[config.mk]
export PLATFORM = sky130hd
export DESIGN_NAME = viterbiFrontEnd
export DESIGN_NICKNAME = d
export VERILOG_FILES = /design/src/verilog/viterbiPkg.sv /design/src/verilog/codePairMapper.sv /design/src/verilog/sprtSyncDetector.sv /design/src/verilog/symbolSlicer.sv /design/src/verilog/syncSearchFsm.sv /design/src/verilog/viterbiFrontEnd.sv /design/src/verilog/wbModeRegs.sv
export VERILOG_INCLUDE_DIRS = /design/src /design/src/verilog
export SDC_FILE = /design/constraint.sdc
export NUM_CORES = 1
export LEC_CHECK = 0
export ABC_AREA = 1
export BUFFER_PORTS_ARGS = -buffer_cell sky130_fd_sc_hd__buf_2
export CAP_MARGIN = 20
export CORE_MARGIN = 5
export CORE_UTILIZATION = 56
export DETAILED_ROUTE_END_ITERATION = 8
export GPL_ROUTABILITY_DRIVEN = 0
export HOLD_SLACK_MARGIN = 0.12
export PLACE_DENSITY = 0.88
export SLEW_MARGIN = 10
export SYNTH_ARGS = -nofsm -noshare
export SYNTH_HDL_FRONTEND = slang
export SYNTH_SLANG_ARGS = --single-unit
[constraint.sdc]
create_clock -name clk -period 5.12 [get_ports clk]
set_clock_uncertainty 0.1 [all_clocks]
set_input_delay 1.024 -clock clk [delete_from_list [all_inputs] [get_ports clk]]
set_output_delay 1.024 -clock clk [all_outputs]
set_load 0.01 [all_outputs]
[src/verilog/viterbi_cfg.svh]
`ifndef VITERBI_CFG_SVH
`define VITERBI_CFG_SVH

// SPRT sync detector
`define SPRT_SYNC_LIMIT     16'd128
`define SPRT_START_VALUE    16'd64
`define SPRT_STEP           16'd8

// Hard decision soft levels
`define SOFT_ZERO           3'b010
`define SOFT_ONE            3'b101

// Wishbone register word offsets
`define REG_MODE            2'd0
`define REG_STATUS          2'd1

`endif

[src/verilog/viterbiPkg.sv]
package viterbiPkg;

    typedef logic signed [17:0] symSample_t;
    typedef logic        [2:0]  softSym_t;
    typedef logic        [15:0] berCount_t;
    typedef logic signed [15:0] sprtAccum_t;
    typedef logic        [1:0]  wbAddr_t;
    typedef logic        [31:0] wbData_t;

    typedef enum logic [1:0] {
        MODE_BPSK        = 2'd0,
        MODE_QPSK        = 2'd1,
        MODE_OQPSK       = 2'd2,
        MODE_SINGLE_RAIL = 2'd3
    } demodMode_t;

    // Search order; in BPSK bit 0 selects shifted pairing and bit 1 the 180 phase,
    // in single-rail bit 1 selects G2 inversion
    typedef enum logic [2:0] {
        HYP_P0       = 3'd0,
        HYP_P90      = 3'd1,
        HYP_P180     = 3'd2,
        HYP_P270     = 3'd3,
        HYP_P0_INV   = 3'd4,
        HYP_P90_INV  = 3'd5,
        HYP_P180_INV = 3'd6,
        HYP_P270_INV = 3'd7
    } hypothesis_t;

    typedef struct packed {
        softSym_t iSoft;
        softSym_t qSoft;
    } softPair_t;

    typedef struct packed {
        softSym_t g1;
        softSym_t g2;
    } codePair_t;

    typedef struct packed {
        logic      done;
        berCount_t count;
    } berReport_t;

endpackage

[src/verilog/codePairMapper.sv]
module codePairMapper import viterbiPkg::*; (
    input  logic        clk,
    input  logic        reset,
    input  logic        softValid,
    input  logic        pairPhase,
    input  softPair_t   cur,
    input  softPair_t   prev,
    input  demodMode_t  mode,
    input  hypothesis_t hypothesis,
    output codePair_t   pair,
    output logic        pairValid
);

    softSym_t  qFirst;
    codePair_t nextPair;
    logic      take;

    always_comb begin
        // OQPSK offsets Q by half a symbol, so g1 uses the delayed Q
        qFirst = (mode == MODE_OQPSK) ? prev.qSoft : cur.qSoft;
        nextPair = '{g1: prev.iSoft, g2: cur.iSoft};
        take = pairPhase;
        case (mode)
            MODE_QPSK, MODE_OQPSK: begin
                case (hypothesis)
                    HYP_P0: begin
                        nextPair = '{g1: cur.iSoft, g2: cur.qSoft};
                    end
                    HYP_P90: begin
                        nextPair = '{g1: qFirst, g2: ~cur.iSoft};
                    end
                    HYP_P180: begin
                        nextPair = '{g1: ~cur.iSoft, g2: ~cur.qSoft};
                    end
                    HYP_P270: begin
                        nextPair = '{g1: ~qFirst, g2: cur.iSoft};
                    end
                    HYP_P0_INV: begin
                        nextPair = '{g1: cur.iSoft, g2: ~cur.qSoft};
                    end
                    HYP_P90_INV: begin
                        nextPair = '{g1: qFirst, g2: cur.iSoft};
                    end
                    HYP_P180_INV: begin
                        nextPair = '{g1: ~cur.iSoft, g2: cur.qSoft};
                    end
                    default: begin
                        nextPair = '{g1: ~qFirst, g2: ~cur.iSoft};
                    end
                endcase
            end
            MODE_BPSK: begin
                // Shifted hypotheses pair on the other phase
                take = pairPhase ^ hypothesis[0];
                if (hypothesis[1]) begin
                    nextPair.g1 = ~nextPair.g1;
                    nextPair.g2 = ~nextPair.g2;
                end
                if (hypothesis[2]) begin
                    nextPair.g2 = ~nextPair.g2;
                end
            end
            default: begin
                // Single rail has no phase ambiguity
                take = pairPhase ^ hypothesis[0];
                if (hypothesis[1]) begin
                    nextPair.g2 = ~nextPair.g2;
                end
            end
        endcase
    end

    always_ff @(posedge clk) begin
        if (reset) begin
            pairValid <= 1'b0;
        end else begin
            pairValid <= softValid & take;
        end
    end

    always_ff @(posedge clk) begin
        if (softValid && take) begin
            pair <= nextPair;
        end
    end

endmodule

[src/verilog/sprtSyncDetector.sv]
`include "viterbi_cfg.svh"

module sprtSyncDetector import viterbiPkg::*; (
    input  logic       clk,
    input  logic       reset,
    input  berReport_t berReport,
    output logic       inSync,
    output logic       outOfSync
);

    sprtAccum_t sprtAccum;
    logic       atLimit;
    logic       drained;

    // Accumulator stays between zero and the limit
    assign atLimit = sprtAccum >= sprtAccum_t'(`SPRT_SYNC_LIMIT - `SPRT_STEP);
    assign drained = berReport.count > berCount_t'(sprtAccum);

    always_ff @(posedge clk) begin
        if (reset) begin
            sprtAccum <= sprtAccum_t'(`SPRT_START_VALUE);
            inSync <= 1'b0;
            outOfSync <= 1'b0;
        end else begin
            outOfSync <= 1'b0;
            if (berReport.done) begin
                if (berReport.count == '0) begin
                    if (atLimit) begin
                        sprtAccum <= sprtAccum_t'(`SPRT_SYNC_LIMIT);
                        inSync <= 1'b1;
                    end else begin
                        sprtAccum <= sprtAccum + sprtAccum_t'(`SPRT_STEP);
                    end
                end else if (!drained) begin
                    sprtAccum <= sprtAccum - sprtAccum_t'(berReport.count);
                end else begin
                    // Lost sync so the test restarts
                    sprtAccum <= sprtAccum_t'(`SPRT_START_VALUE);
                    inSync <= 1'b0;
                    outOfSync <= 1'b1;
                end
            end
        end
    end

endmodule

[src/verilog/symbolSlicer.sv]
`include "viterbi_cfg.svh"

module symbolSlicer import viterbiPkg::*; (
    input  logic       clk,
    input  logic       reset,
    input  logic       symEn,
    input  demodMode_t mode,
    input  symSample_t iSym,
    input  symSample_t qSym,
    output softPair_t  cur,
    output softPair_t  prev,
    output logic       softValid,
    output logic       pairPhase
);

    function automatic softSym_t slice(input symSample_t sample);
        if (sample[17]) begin
            return `SOFT_ZERO;
        end
        return `SOFT_ONE;
    endfunction

    // One symbol delay line
    always_ff @(posedge clk) begin
        if (symEn) begin
            cur.iSoft <= slice(iSym);
            cur.qSoft <= slice(qSym);
            prev <= cur;
        end
    end

    always_ff @(posedge clk) begin
        if (reset) begin
            softValid <= 1'b0;
            pairPhase <= 1'b0;
        end else begin
            softValid <= symEn;
            // Dual rail modes take a pair on every symbol
            if (mode == MODE_QPSK || mode == MODE_OQPSK) begin
                pairPhase <= 1'b1;
            end else if (symEn) begin
                pairPhase <= ~pairPhase;
            end
        end
    end

endmodule

[src/verilog/syncSearchFsm.sv]
module syncSearchFsm import viterbiPkg::*; (
    input  logic        clk,
    input  logic        reset,
    input  logic        outOfSync,
    input  logic        modeLoad,
    input  demodMode_t  mode,
    output hypothesis_t hypothesis
);

    hypothesis_t hypNext;

    always_comb begin
        hypNext = hypothesis;
        if (modeLoad) begin
            hypNext = HYP_P0;
        end else if (outOfSync) begin
            case (hypothesis)
                HYP_P0:       hypNext = HYP_P90;
                HYP_P90:      hypNext = HYP_P180;
                HYP_P180:     hypNext = HYP_P270;
                // Single rail only searches the first four
                HYP_P270: begin
                    if (mode == MODE_SINGLE_RAIL) begin
                        hypNext = HYP_P0;
                    end else begin
                        hypNext = HYP_P0_INV;
                    end
                end
                HYP_P0_INV:   hypNext = HYP_P90_INV;
                HYP_P90_INV:  hypNext = HYP_P180_INV;
                HYP_P180_INV: hypNext = HYP_P270_INV;
                default:      hypNext = HYP_P0;
            endcase
        end
    end

    always_ff @(posedge clk) begin
        if (reset) begin
            hypothesis <= HYP_P0;
        end else begin
            hypothesis <= hypNext;
        end
    end

endmodule

[src/verilog/viterbiFrontEnd.sv]
module viterbiFrontEnd import viterbiPkg::*; (
    input  logic        clk,
    input  logic        reset,
    input  logic        symEn,
    input  symSample_t  iSym,
    input  symSample_t  qSym,
    input  logic        wbCyc,
    input  logic        wbStb,
    input  logic        wbWe,
    input  wbAddr_t     wbAddr,
    input  wbData_t     wbDatIn,
    output wbData_t     wbDatOut,
    output logic        wbAck,
    output codePair_t   pair,
    output logic        pairValid,
    input  berReport_t  berReport,
    output logic        decoderClear,
    output logic        inSync,
    output hypothesis_t hypothesis
);

    demodMode_t mode;
    logic       modeLoad;
    softPair_t  cur;
    softPair_t  prev;
    logic       softValid;
    logic       pairPhase;

    symbolSlicer symbolSlicer_i (
        .clk(clk),
        .reset(reset),
        .symEn(symEn),
        .mode(mode),
        .iSym(iSym),
        .qSym(qSym),
        .cur(cur),
        .prev(prev),
        .softValid(softValid),
        .pairPhase(pairPhase)
    );

    codePairMapper codePairMapper_i (
        .clk(clk),
        .reset(reset),
        .softValid(softValid),
        .pairPhase(pairPhase),
        .cur(cur),
        .prev(prev),
        .mode(mode),
        .hypothesis(hypothesis),
        .pair(pair),
        .pairValid(pairValid)
    );

    // Loss of sync also clears the external decoder
    syncSearchFsm syncSearchFsm_i (
        .clk(clk),
        .reset(reset),
        .outOfSync(decoderClear),
        .modeLoad(modeLoad),
        .mode(mode),
        .hypothesis(hypothesis)
    );

    sprtSyncDetector sprtSyncDetector_i (
        .clk(clk),
        .reset(reset),
        .berReport(berReport),
        .inSync(inSync),
        .outOfSync(decoderClear)
    );

    wbModeRegs wbModeRegs_i (
        .clk(clk),
        .reset(reset),
        .wbCyc(wbCyc),
        .wbStb(wbStb),
        .wbWe(wbWe),
        .wbAddr(wbAddr),
        .wbDatIn(wbDatIn),
        .wbDatOut(wbDatOut),
        .wbAck(wbAck),
        .inSync(inSync),
        .hypothesis(hypothesis),
        .mode(mode),
        .modeLoad(modeLoad)
    );

endmodule

[src/verilog/wbModeRegs.sv]
`include "viterbi_cfg.svh"

module wbModeRegs import viterbiPkg::*; (
    input  logic        clk,
    input  logic        reset,
    input  logic        wbCyc,
    input  logic        wbStb,
    input  logic        wbWe,
    input  wbAddr_t     wbAddr,
    input  wbData_t     wbDatIn,
    output wbData_t     wbDatOut,
    output logic        wbAck,
    input  logic        inSync,
    input  hypothesis_t hypothesis,
    output demodMode_t  mode,
    output logic        modeLoad
);

    logic access;

    // No new access while acking the current one
    assign access = wbCyc & wbStb & ~wbAck;

    always_ff @(posedge clk) begin
        if (reset) begin
            wbAck <= 1'b0;
            mode <= MODE_QPSK;
            modeLoad <= 1'b0;
        end else begin
            wbAck <= access;
            modeLoad <= 1'b0;
            if (access && wbWe && wbAddr == `REG_MODE) begin
                mode <= demodMode_t'(wbDatIn[1:0]);
                modeLoad <= 1'b1;
            end
        end
    end

    // Read data lines up with ack
    always_ff @(posedge clk) begin
        if (access) begin
            case (wbAddr)
                `REG_MODE: begin
                    wbDatOut <= {30'd0, mode};
                end
                `REG_STATUS: begin
                    wbDatOut <= {25'd0, hypothesis, 3'd0, inSync};
                end
                default: begin
                    wbDatOut <= '0;
                end
            endcase
        end
    end

endmodule
==> impl_metrics.yaml, run 1 <==
cts:
  post_cts_resized: 0
  cts_tree: "built"
  cts-buffers-inserted: 5
  cts_root_buf: "clkbuf_8"
  cts_sinks: 45
  post-cts-setup-buffer-count: 0
  insertion_delay_ns: 0.29
  path_clk_slew_ns: 0.09
  ctsHtreeMaxLevel: 2
  cts_buffer_depth: 2
  hold_buffers: 0
route:
  drtAntennaViolNets: 0
  drt_iter0_drc: 263
  num_vias: 3934
  vias_per_cell: 5.21
  wirelength_mm: 9.42
  wl_per_cell_um: 12.5
  route.detailed.drc: 0
  firstDrtPassIters: 5
floorplan:
  start_util: 0.568
  dieArea_mm2: 0.00909
  die_h_um: 95.3
  floorplan.core_area_mm2: 0.00718
  num_io_pins: 138
  die_w_um: 95.3
  rows: 31
setup_path:
  crit_chain: "buf_2, inv_2, ha_1, a21oi_1, nand2_1, a21oi_1, nand2_2, nand2_4, nand3_1, a21oi_2"
  path_class: "in -> reg"
  crit_path_top_delay_cell: "ha_1"
  startpoint_type: "primary input"
  worstPathMaxFanout: 17
  timing.reg2reg.setup_slack_ns: 3.00
  cp.required_ns: 5.25
  cpMostUsedCell: "a21oi_1"
  arrival_ns: 2.69
  crit_path_end_kind: "register"
  crit_path_max_incr_delay_ns: 0.41
power_and_ir_drop:
  power.leakage_uw: 0.00227
  ir_worst_vdd_uv: 109
  p_per_area_mw_per_mm2: 217
sta:
  rsz0062_at_grt: "no"
  hold_viol: 0
  final-max-slew-violation-count: 0
  tightestPinTransition_ns: 0.662
  fin_crit_sh: 0.500
  fmax_mhz: 391
  slew_headroom: 0.558
  tns_ns: 0
  worst_hold_slack_ns: 0.348
  post-route-min-period_ns: 2.56
  setup_viol: 0
final_layout:
  n_antenna_cell: 0
  layout.nets: 784
  drive_above_1_share: 0.140
  syn_to_final_growth_pct: 6.60
  fin_util: 0.606
  fillers: 636
placed_design:
  port_buffers: 46
  dpl.hpwl_mm: 7.62
synth:
  synth_cell_types: 41
  seq_area_frac_synth: 0.263
  synth_area_per_cell_um2: 6.64
  synth_cells: 614
  synth_area_mm2: 0.00408
  synth_seq_cells: 45
  ys.warnings.count: 0
global_routing:
  grt_max_degree: 21
  grt_antenna_before_repair: 0
  overflow: 0
  grt_pass1_vias: 3555
  grt_first_pass_wirelength_mm: 15.5
  grt_use_total: 0.212
run_status:
  status: "complete, no violations"
flow_run:
  cap_viol_max_count: 0
min_path:
  hold_path.class: "reg -> reg"
[kinds of logic (layout without fill, tap and decap cells)]
family          after synthesis  count (layout)  share of synthesized area
simple gates                286             286                      0.311
flops                        45              45                      0.263
xor+xnor                     12              12                     0.0258
buf+inv                     146             162                      0.166
compound gates               88              88                      0.121
other cells                   1              27                   0.000919
fa+ha+maj                    36              36                      0.112
[power breakdown]
group,leakage (µW),switching (µW),internal (µW),total [µW]
logic,0.00183,199,107,306
clock network,0.0000489,122,97.3,220
registers,0.000393,24.8,395,420
total,0.00227,346,599,945
[registers in the layout, summed over array words and instances (netlist names)]
register	flops
codePairMapper_i.pairValid	1
symbolSlicer_i.cur	4
symbolSlicer_i.pairPhase	1
wbModeRegs_i.wbAck	1
wbModeRegs_i.mode	2
sprtSyncDetector_i.outOfSync	1
sprtSyncDetector_i.inSync	1
codePairMapper_i.pair	4
symbolSlicer_i.prev	4
symbolSlicer_i.softValid	1
syncSearchFsm_i.hypothesis	3
sprtSyncDetector_i.sprtAccum	16
wbModeRegs_i.wbDatOut	5
wbModeRegs_i.modeLoad	1
[cell usage after synthesis (all sizes together)]
| cell type | number | area share |
|---|---|---|
| a21o | 1 | 0.0018 |
| a21oi | 50 | 0.070 |
| a31oi | 2 | 0.0031 |
| and2 | 2 | 0.0037 |
| and3 | 1 | 0.0015 |
| buf | 34 | 0.063 |
| clkbuf | 4 | 0.0037 |
| clkinv | 2 | 0.0018 |
| conb | 1 | 0.00092 |
| dfxtp | 28 | 0.14 |
| edfxtp | 17 | 0.13 |
| fa | 1 | 0.0049 |
| ha | 35 | 0.11 |
| inv | 106 | 0.098 |
| nand2 | 156 | 0.15 |
| nand3 | 47 | 0.066 |
| nand4 | 5 | 0.0077 |
| nor2 | 59 | 0.062 |
| nor3 | 11 | 0.013 |
| nor4 | 2 | 0.0046 |
| o2111ai | 2 | 0.0043 |
| o21ai | 31 | 0.038 |
| o221ai | 2 | 0.0043 |
| or2 | 3 | 0.0046 |
| xnor2 | 4 | 0.0086 |
| xor2 | 8 | 0.017 |
[cells in the final DEF (no fill, tap or decap), types with 2 or more instances in the layout]
cell       count
a21oi_1       43
a21oi_2        6
a31oi_1        2
buf_2         46
clkbuf_8       5
clkinv_1       2
conb_1        27
dfxtp_1       28
edfxtp_1      17
ha_1          35
inv_1         97
inv_2          9
nand2_1      150
nand2_2        5
nand3_1       42
nand3_2        4
nand4_1        5
nor2_1        53
nor2_2         3
nor2_4         3
nor3_1        11
o2111ai_1      2
o21ai_0       30
o221ai_1       2
or2_2          3
xnor2_1        4
xor2_1         8
[critical path: cells and delay by family]
kind / cells / cell delay, ns
fa+ha+maj: 1 / 0.41
buf+inv: 2 / 0.14
simple gates: 4 / 0.52
compound gates: 3 / 0.59
[stage by stage]
stage	total power (µW)	instances	worst slack [ns]	instance area, µm²
floorplan	670	640	2.65	4180
finish	945	755	2.56	4350
detailed placement	728	747	2.28	4260
global placement	717	747	2.32	4260
CTS	945	755	2.58	4350
global route	1010	755	2.41	4350
[final cells by class]
class	count	area [µm²]	share of cell area
clock buffers	5	68.8	0.0158
clock inverters	3	20.0	0.00460
inverters	108	405	0.0932
repair buffers	46	230	0.0529
flip-flops and latches	45	1070	0.246
multi-input cells	449	2430	0.559
well taps	99	124	0.0285
[routing by layer]
| layer | GRT usage | part of all wire |
|---|---|---|
| met5 | 0 | 0 |
| met4 | 0.0601 | 0.022 |
| met3 | 0.0395 | 0.088 |
| met2 | 0.357 | 0.47 |
| met1 | 0.275 | 0.42 |
[worst paths after layout]
| kind | depth (start not counted) | endpoint | start |
|---|---|---|---|
| max | 10 | sprtSyncDetector_i.sprtAccum[10]$_SDFFE_PP0P_ | berReport[11] |
| min | 1 | wbModeRegs_i.wbAck$_SDFF_PP0_ | wbModeRegs_i.wbAck$_SDFF_PP0_ |
| max reg2reg | 12 | sprtSyncDetector_i.sprtAccum[12]$_SDFFE_PP0P_ | sprtSyncDetector_i.sprtAccum[0]$_SDFFE_PP0P_ |
| min reg2reg | 1 | wbModeRegs_i.wbAck$_SDFF_PP0_ | wbModeRegs_i.wbAck$_SDFF_PP0_ |
Note: power is estimated with default switching activity, not from simulation.
==> inputs of run 2 (changes only) <==
- CORE_UTILIZATION: 56 -> 47
- PLACE_DENSITY: 0.88 -> 0.78
- clock period: 5.12 -> 2.2 ns (I/O delays scaled with it)
==> run 2 against run 1 <==
  * Sequential share of layout area decreased by 0.70 points
  * Flip-flop and latch count unchanged
  * Hold slack got worse by 0.11 ns
  * Combinational power increased by 140%
  * Largest cell class unchanged
  * Largest power group unchanged
==> impl_metrics.yaml, run 2 (same netlist as run 1, synthesis figures left out) <==
placed_design:
  port_buffers: 46
  placed_cell_area_mm2: 0.00436
  dpl.hpwl_mm: 7.88
  pre_cts_slack_ns: -0.0375
final_layout:
  fillers: 842
  final_cell_area_mm2: 0.00448
  largest_reg_flops: 16
  top_register: "sprtSyncDetector_i.sprtAccum"
  reg_top3: "sprtSyncDetector_i.sprtAccum: 16 flops, wbModeRegs_i.wbDatOut: 5 flops"
  final_cell_mix: "150 x nand2_1, 97 x inv_1, 53 x nor2_1, 46 x buf_2"
  layout.nets: 796
  seqCellArea_mm2: 0.00107
  n_antenna_cell: 0
  syn_to_final_growth_pct: 9.72
  drive_above_1_share: 0.156
  final_common_cell: "nand2_1"
  multiInputGateArea_mm2: 0.00243
global_routing:
  overflow: 0
  grt_first_pass_wirelength_mm: 15.1
  grt_antenna_before_repair: 0
  grt_use_total: 0.175
  grt_max_degree: 21
  grt_pass1_vias: 3468
cts:
  insertion_delay_ns: 0.30
  cts_sinks: 45
  cts-buffers-inserted: 5
  cts_tree: "built"
  hold_buffers: 0
  cts_root_buf: "clkbuf_8"
  ctsHtreeMaxLevel: 2
  cts_buffer_depth: 2
  path_clk_slew_ns: 0.09
  post-cts-setup-buffer-count: 0
setup_path:
  arrival_ns: 2.18
  startpoint_type: "register"
  worstPathMaxFanout: 3
  cp.required_ns: 2.33
  path_class: "reg -> reg"
  crit_path_end_kind: "register"
  r2r_cells: 13
min_path:
  hold_path.class: "in -> reg"
  hold_path_depth: 1
route:
  drtAntennaViolNets: 0
  vias_per_cell: 4.98
  wl_per_cell_um: 12.3
  firstDrtPassIters: 5
  wirelength_mm: 9.58
  route.detailed.drc: 0
  num_vias: 3868
  drt_iter0_drc: 218
sta:
  hold_viol: 0
  fin_crit_sh: 0.933
  setup_ws_ns: 0.147
  post-route-min-period_ns: 2.05
  final-max-slew-violation-count: 0
  setup_viol: 0
  fmax_mhz: 487
power_and_ir_drop:
  ir_worst_vdd_uv: 261
  total_power_uw: 2350
  power.leakage_uw: 0.00233
  p_per_area_mw_per_mm2: 525
floorplan:
  die_h_um: 103
  num_io_pins: 138
  rows: 34
  die_w_um: 103
  dieArea_mm2: 0.0106
  start_util: 0.475
  floorplan.core_area_mm2: 0.00859
run_status:
  status: "complete, no violations"
flow_run:
  cap_viol_max_count: 0
run 2: area by class of cell:
| cell class | instances | share of cell area |
|---|---|---|
| Clock buffer | 6 | 0.0162 |
| Clock inverter | 2 | 0.00867 |
| Inverter | 108 | 0.0906 |
| Multi-Input combinational cell | 449 | 0.543 |
| Sequential cell | 45 | 0.239 |
| Tap cell | 108 | 0.0302 |
| Timing Repair Buffer | 58 | 0.0716 |
run 2: critical path, cell delays in order (launching register included):
cell	delay [ns]
dfxtp_1	0.33
inv_1	0.06
ha_1	0.13
inv_1	0.06
fa_1	0.39
nand2_1	0.12
nand2_1	0.07
nand3_1	0.07
nand2_1	0.12
nand2_1	0.12
nand3_1	0.09
nand2_1	0.10
nand3_1	0.10
a21oi_2	0.12
run 2: per-stage QoR:
step           setup TNS [ns]  hold WS [ns]  std cells   util
2_1_floorplan               0         0.324        640      -
3_3_place_gp                0         0.327        768  0.507
3_5_place_dp           -0.188         0.351        768  0.507
4_1_cts                     0         0.235        776  0.520
5_1_grt              -0.00389         0.225        776  0.521
6_report                    0         0.241        776  0.521
run 2: routing by layer:
metal	vias up	wire, µm	share of wire	GRT usage
met5	-	0	0	0
met4	0	172	0.018	0.0498
met3	18	651	0.068	0.0257
met2	140	4540	0.47	0.300
met1	1717	4210	0.44	0.230
li1	1993	-	-	-
run 2: where the power goes:
part           internal (µW)  leakage (µW)  switching [µW]
clock                    342     0.0000554             291
combinational            270       0.00189             475
sequential               919      0.000393            53.6
total                   1530       0.00233             820
run 2: what timing repair did:
action | 4_1_cts | 5_1_grt
gates resized for setup | 0 | 1
setup endpoints to repair | 0 | 1
hold endpoints to repair | 0 | 0
run 2: worst paths after layout:
check,from,slack [ns],to
hold / removal,qSym[17],0.24,symbolSlicer_i.cur[1]$_SDFFCE_PN0P_
hold reg to reg,symbolSlicer_i.softValid$_SDFF_PP0_,0.35,codePairMapper_i.pairValid$_SDFF_PP0_
setup reg to reg,sprtSyncDetector_i.sprtAccum[0]$_SDFFE_PP0P_,0.15,sprtSyncDetector_i.sprtAccum[14]$_SDFFE_PP0P_
setup / recovery,sprtSyncDetector_i.sprtAccum[0]$_SDFFE_PP0P_,0.15,sprtSyncDetector_i.sprtAccum[14]$_SDFFE_PP0P_
==> inputs of run 3 (changes only) <==
- clock period: 2.2 -> 1.7 ns (I/O delays scaled with it)
==> run 3 against run 2 <==
  * Final cell count up 9.0%
  * First-iteration DRC count grew 54%
  * The run now ends with negative setup slack left
  * Hold slack lost 0.051 ns
==> impl_metrics.yaml, run 3 (same netlist as run 1, synthesis figures left out) <==
run_status:
  status: "finished, violations left"
  violations: "negative setup slack"
placed_design:
  placed_cell_area_mm2: 0.00505
  dpl.hpwl_mm: 8.84
  pre_cts_slack_ns: -0.284
  port_buffers: 46
  dpl.cell_count: 833
global_routing:
  grt_pass1_vias: 4212
  overflow: 0
  grt_first_pass_wirelength_mm: 18.3
  grt-busiest-layer: "met2"
  grtUsageMet2: 0.396
  use_met3: 0.0196
  grt_use_total: 0.214
  grt_max_degree: 20
  grt_antenna_before_repair: 0
  use_met1: 0.252
power_and_ir_drop:
  p_per_area_mw_per_mm2: 605
  clockPowerShare: 0.199
  ir_worst_vdd_uv: 307
  p_int_uw: 2080
  power.leakage_uw: 0.00270
  power.switching_uw: 1180
  swShare: 0.362
  seqPwrFrac: 0.387
  comb_power_share: 0.413
final_layout:
  final_cell_mix: "137 x nand2_1, 91 x inv_1, 78 x buf_4, 50 x nor2_1, 46 x buf_2"
  seqCellArea_mm2: 0.00110
  final_cell_area_mm2: 0.00540
  syn_to_final_growth_pct: 32.4
  largest_reg_flops: 16
  fillers: 716
  drive_above_1_share: 0.332
  n_antenna_cell: 0
  top_register: "sprtSyncDetector_i.sprtAccum"
  final_common_cell: "nand2_1"
  reg_top3: "sprtSyncDetector_i.sprtAccum: 16 flops, wbModeRegs_i.wbDatOut: 5 flops"
  layout.nets: 866
  multiInputGateArea_mm2: 0.00283
  fin_cells: 846
setup_path:
  arrival_ns: 1.94
  crit_path_top_delay_cell: "fa_2"
  startpoint: "sprtSyncDetector_i.sprtAccum[0]$_SDFFE_PP0P_"
  crit_family: "simple AND/OR/NAND/NOR gates"
  reg2reg_from: "sprtSyncDetector_i.sprtAccum[0]$_SDFFE_PP0P_"
  path_class: "reg -> reg"
  worstPathMaxFanout: 3
  startpoint_type: "register"
  cp.required_ns: 1.78
  crit_chain: "inv_2, ha_4, inv_2, fa_2, nand2_2, nand2_1, nand3_2, nand2_4, xnor2_2, nand2_1, nand3_1, nand3_1"
  crit_path_end_kind: "register"
  crit_path_max_incr_delay_ns: 0.34
  path_buf_inv: 2
cts:
  cts_root_buf: "clkbuf_8"
  path_clk_slew_ns: 0.08
  cts_tree: "built"
  ctsHtreeMaxLevel: 2
  cts_sinks: 45
  cts_buffer_depth: 2
  insertion_delay_ns: 0.29
  cts-buffers-inserted: 5
sta:
  setup_viol: 18
  setup_ws_ns: -0.163
  worst_hold_slack_ns: 0.190
  hold_viol: 0
  final-max-slew-violation-count: 0
  fin_crit_sh: 1.10
  tns_ns: -1.53
  rsz0062_at_grt: "yes"
  post-route-min-period_ns: 1.86
  fmax_mhz: 537
route:
  drt_iter0_drc: 336
  wl_per_cell_um: 13.3
  wirelength_mm: 11.3
  vias_per_cell: 5.13
  num_vias: 4338
  drtAntennaViolNets: 0
  firstDrtPassIters: 7
  route.detailed.drc: 0
min_path:
  hold_path.class: "in -> reg"
  hold_start: "wbStb"
floorplan:
  floorplan.core_area_mm2: 0.00859
  dieArea_mm2: 0.0106
  rows: 34
  num_io_pins: 138
  die_h_um: 103
  start_util: 0.475
  die_w_um: 103
flow_run:
  cap_viol_max_count: 0
-- run 3: worst paths after layout --
check,end,slack [ns],cells after the start
worst max-delay path,sprtSyncDetector_i.sprtAccum[6]$_SDFFE_PP1P_,-0.16,12
worst min-delay path,wbModeRegs_i.wbAck$_SDFF_PP0_,0.19,3
worst max register to register,sprtSyncDetector_i.sprtAccum[6]$_SDFFE_PP1P_,-0.16,12
worst min register to register,wbModeRegs_i.wbAck$_SDFF_PP0_,0.34,1
-- run 3: per-stage QoR --
stage	util	power, µW
4_1_cts	0.616	3220
2_1_floorplan	-	2100
3_3_place_gp	0.588	2440
3_5_place_dp	0.588	2490
6_report	0.628	3270
5_1_grt	0.628	3470
-- run 3: per-layer routing --
layer / vias to the layer above / wire [µm] / share of wire
met5: - / 0 / 0
met4: 0 / 288 / 0.026
met2: 181 / 5820 / 0.52
met3: 38 / 748 / 0.066
met1: 1981 / 4400 / 0.39
li1: 2138 / - / -
-- run 3: final cells by class --
cell class                 count  share of cell area
timing repair buffer         127               0.157
sequential                    45               0.204
clock buffer                   8              0.0148
tap                          108              0.0250
inverter                     108              0.0751
multi-input combinational    450               0.525
-- run 3: repair_timing --
action | CTS | global route
resized for setup | 37 | 28
pin swaps | 8 | 7
setup buffers | 1 | 1
endpoints found under the hold margin | 2 | 0
cloned | 1 | 0
hold buffers | 2 | 0
setup endpoints to repair | 18 | 26
-- run 3: worst min-delay path: stages --
cell and delay (ns):
buf_2 0.10, nand2_1 0.06, nor3_1 0.04
-- run 3: power by group through the flow --
stage | clock network, µW | logic (µW) | registers, µW
floorplan | 0 | 818 | 1280
global placement | 0 | 1170 | 1280
detailed placement | 0 | 1210 | 1280
CTS | 673 | 1280 | 1260
global route | 709 | 1490 | 1270
finish | 650 | 1350 | 1270
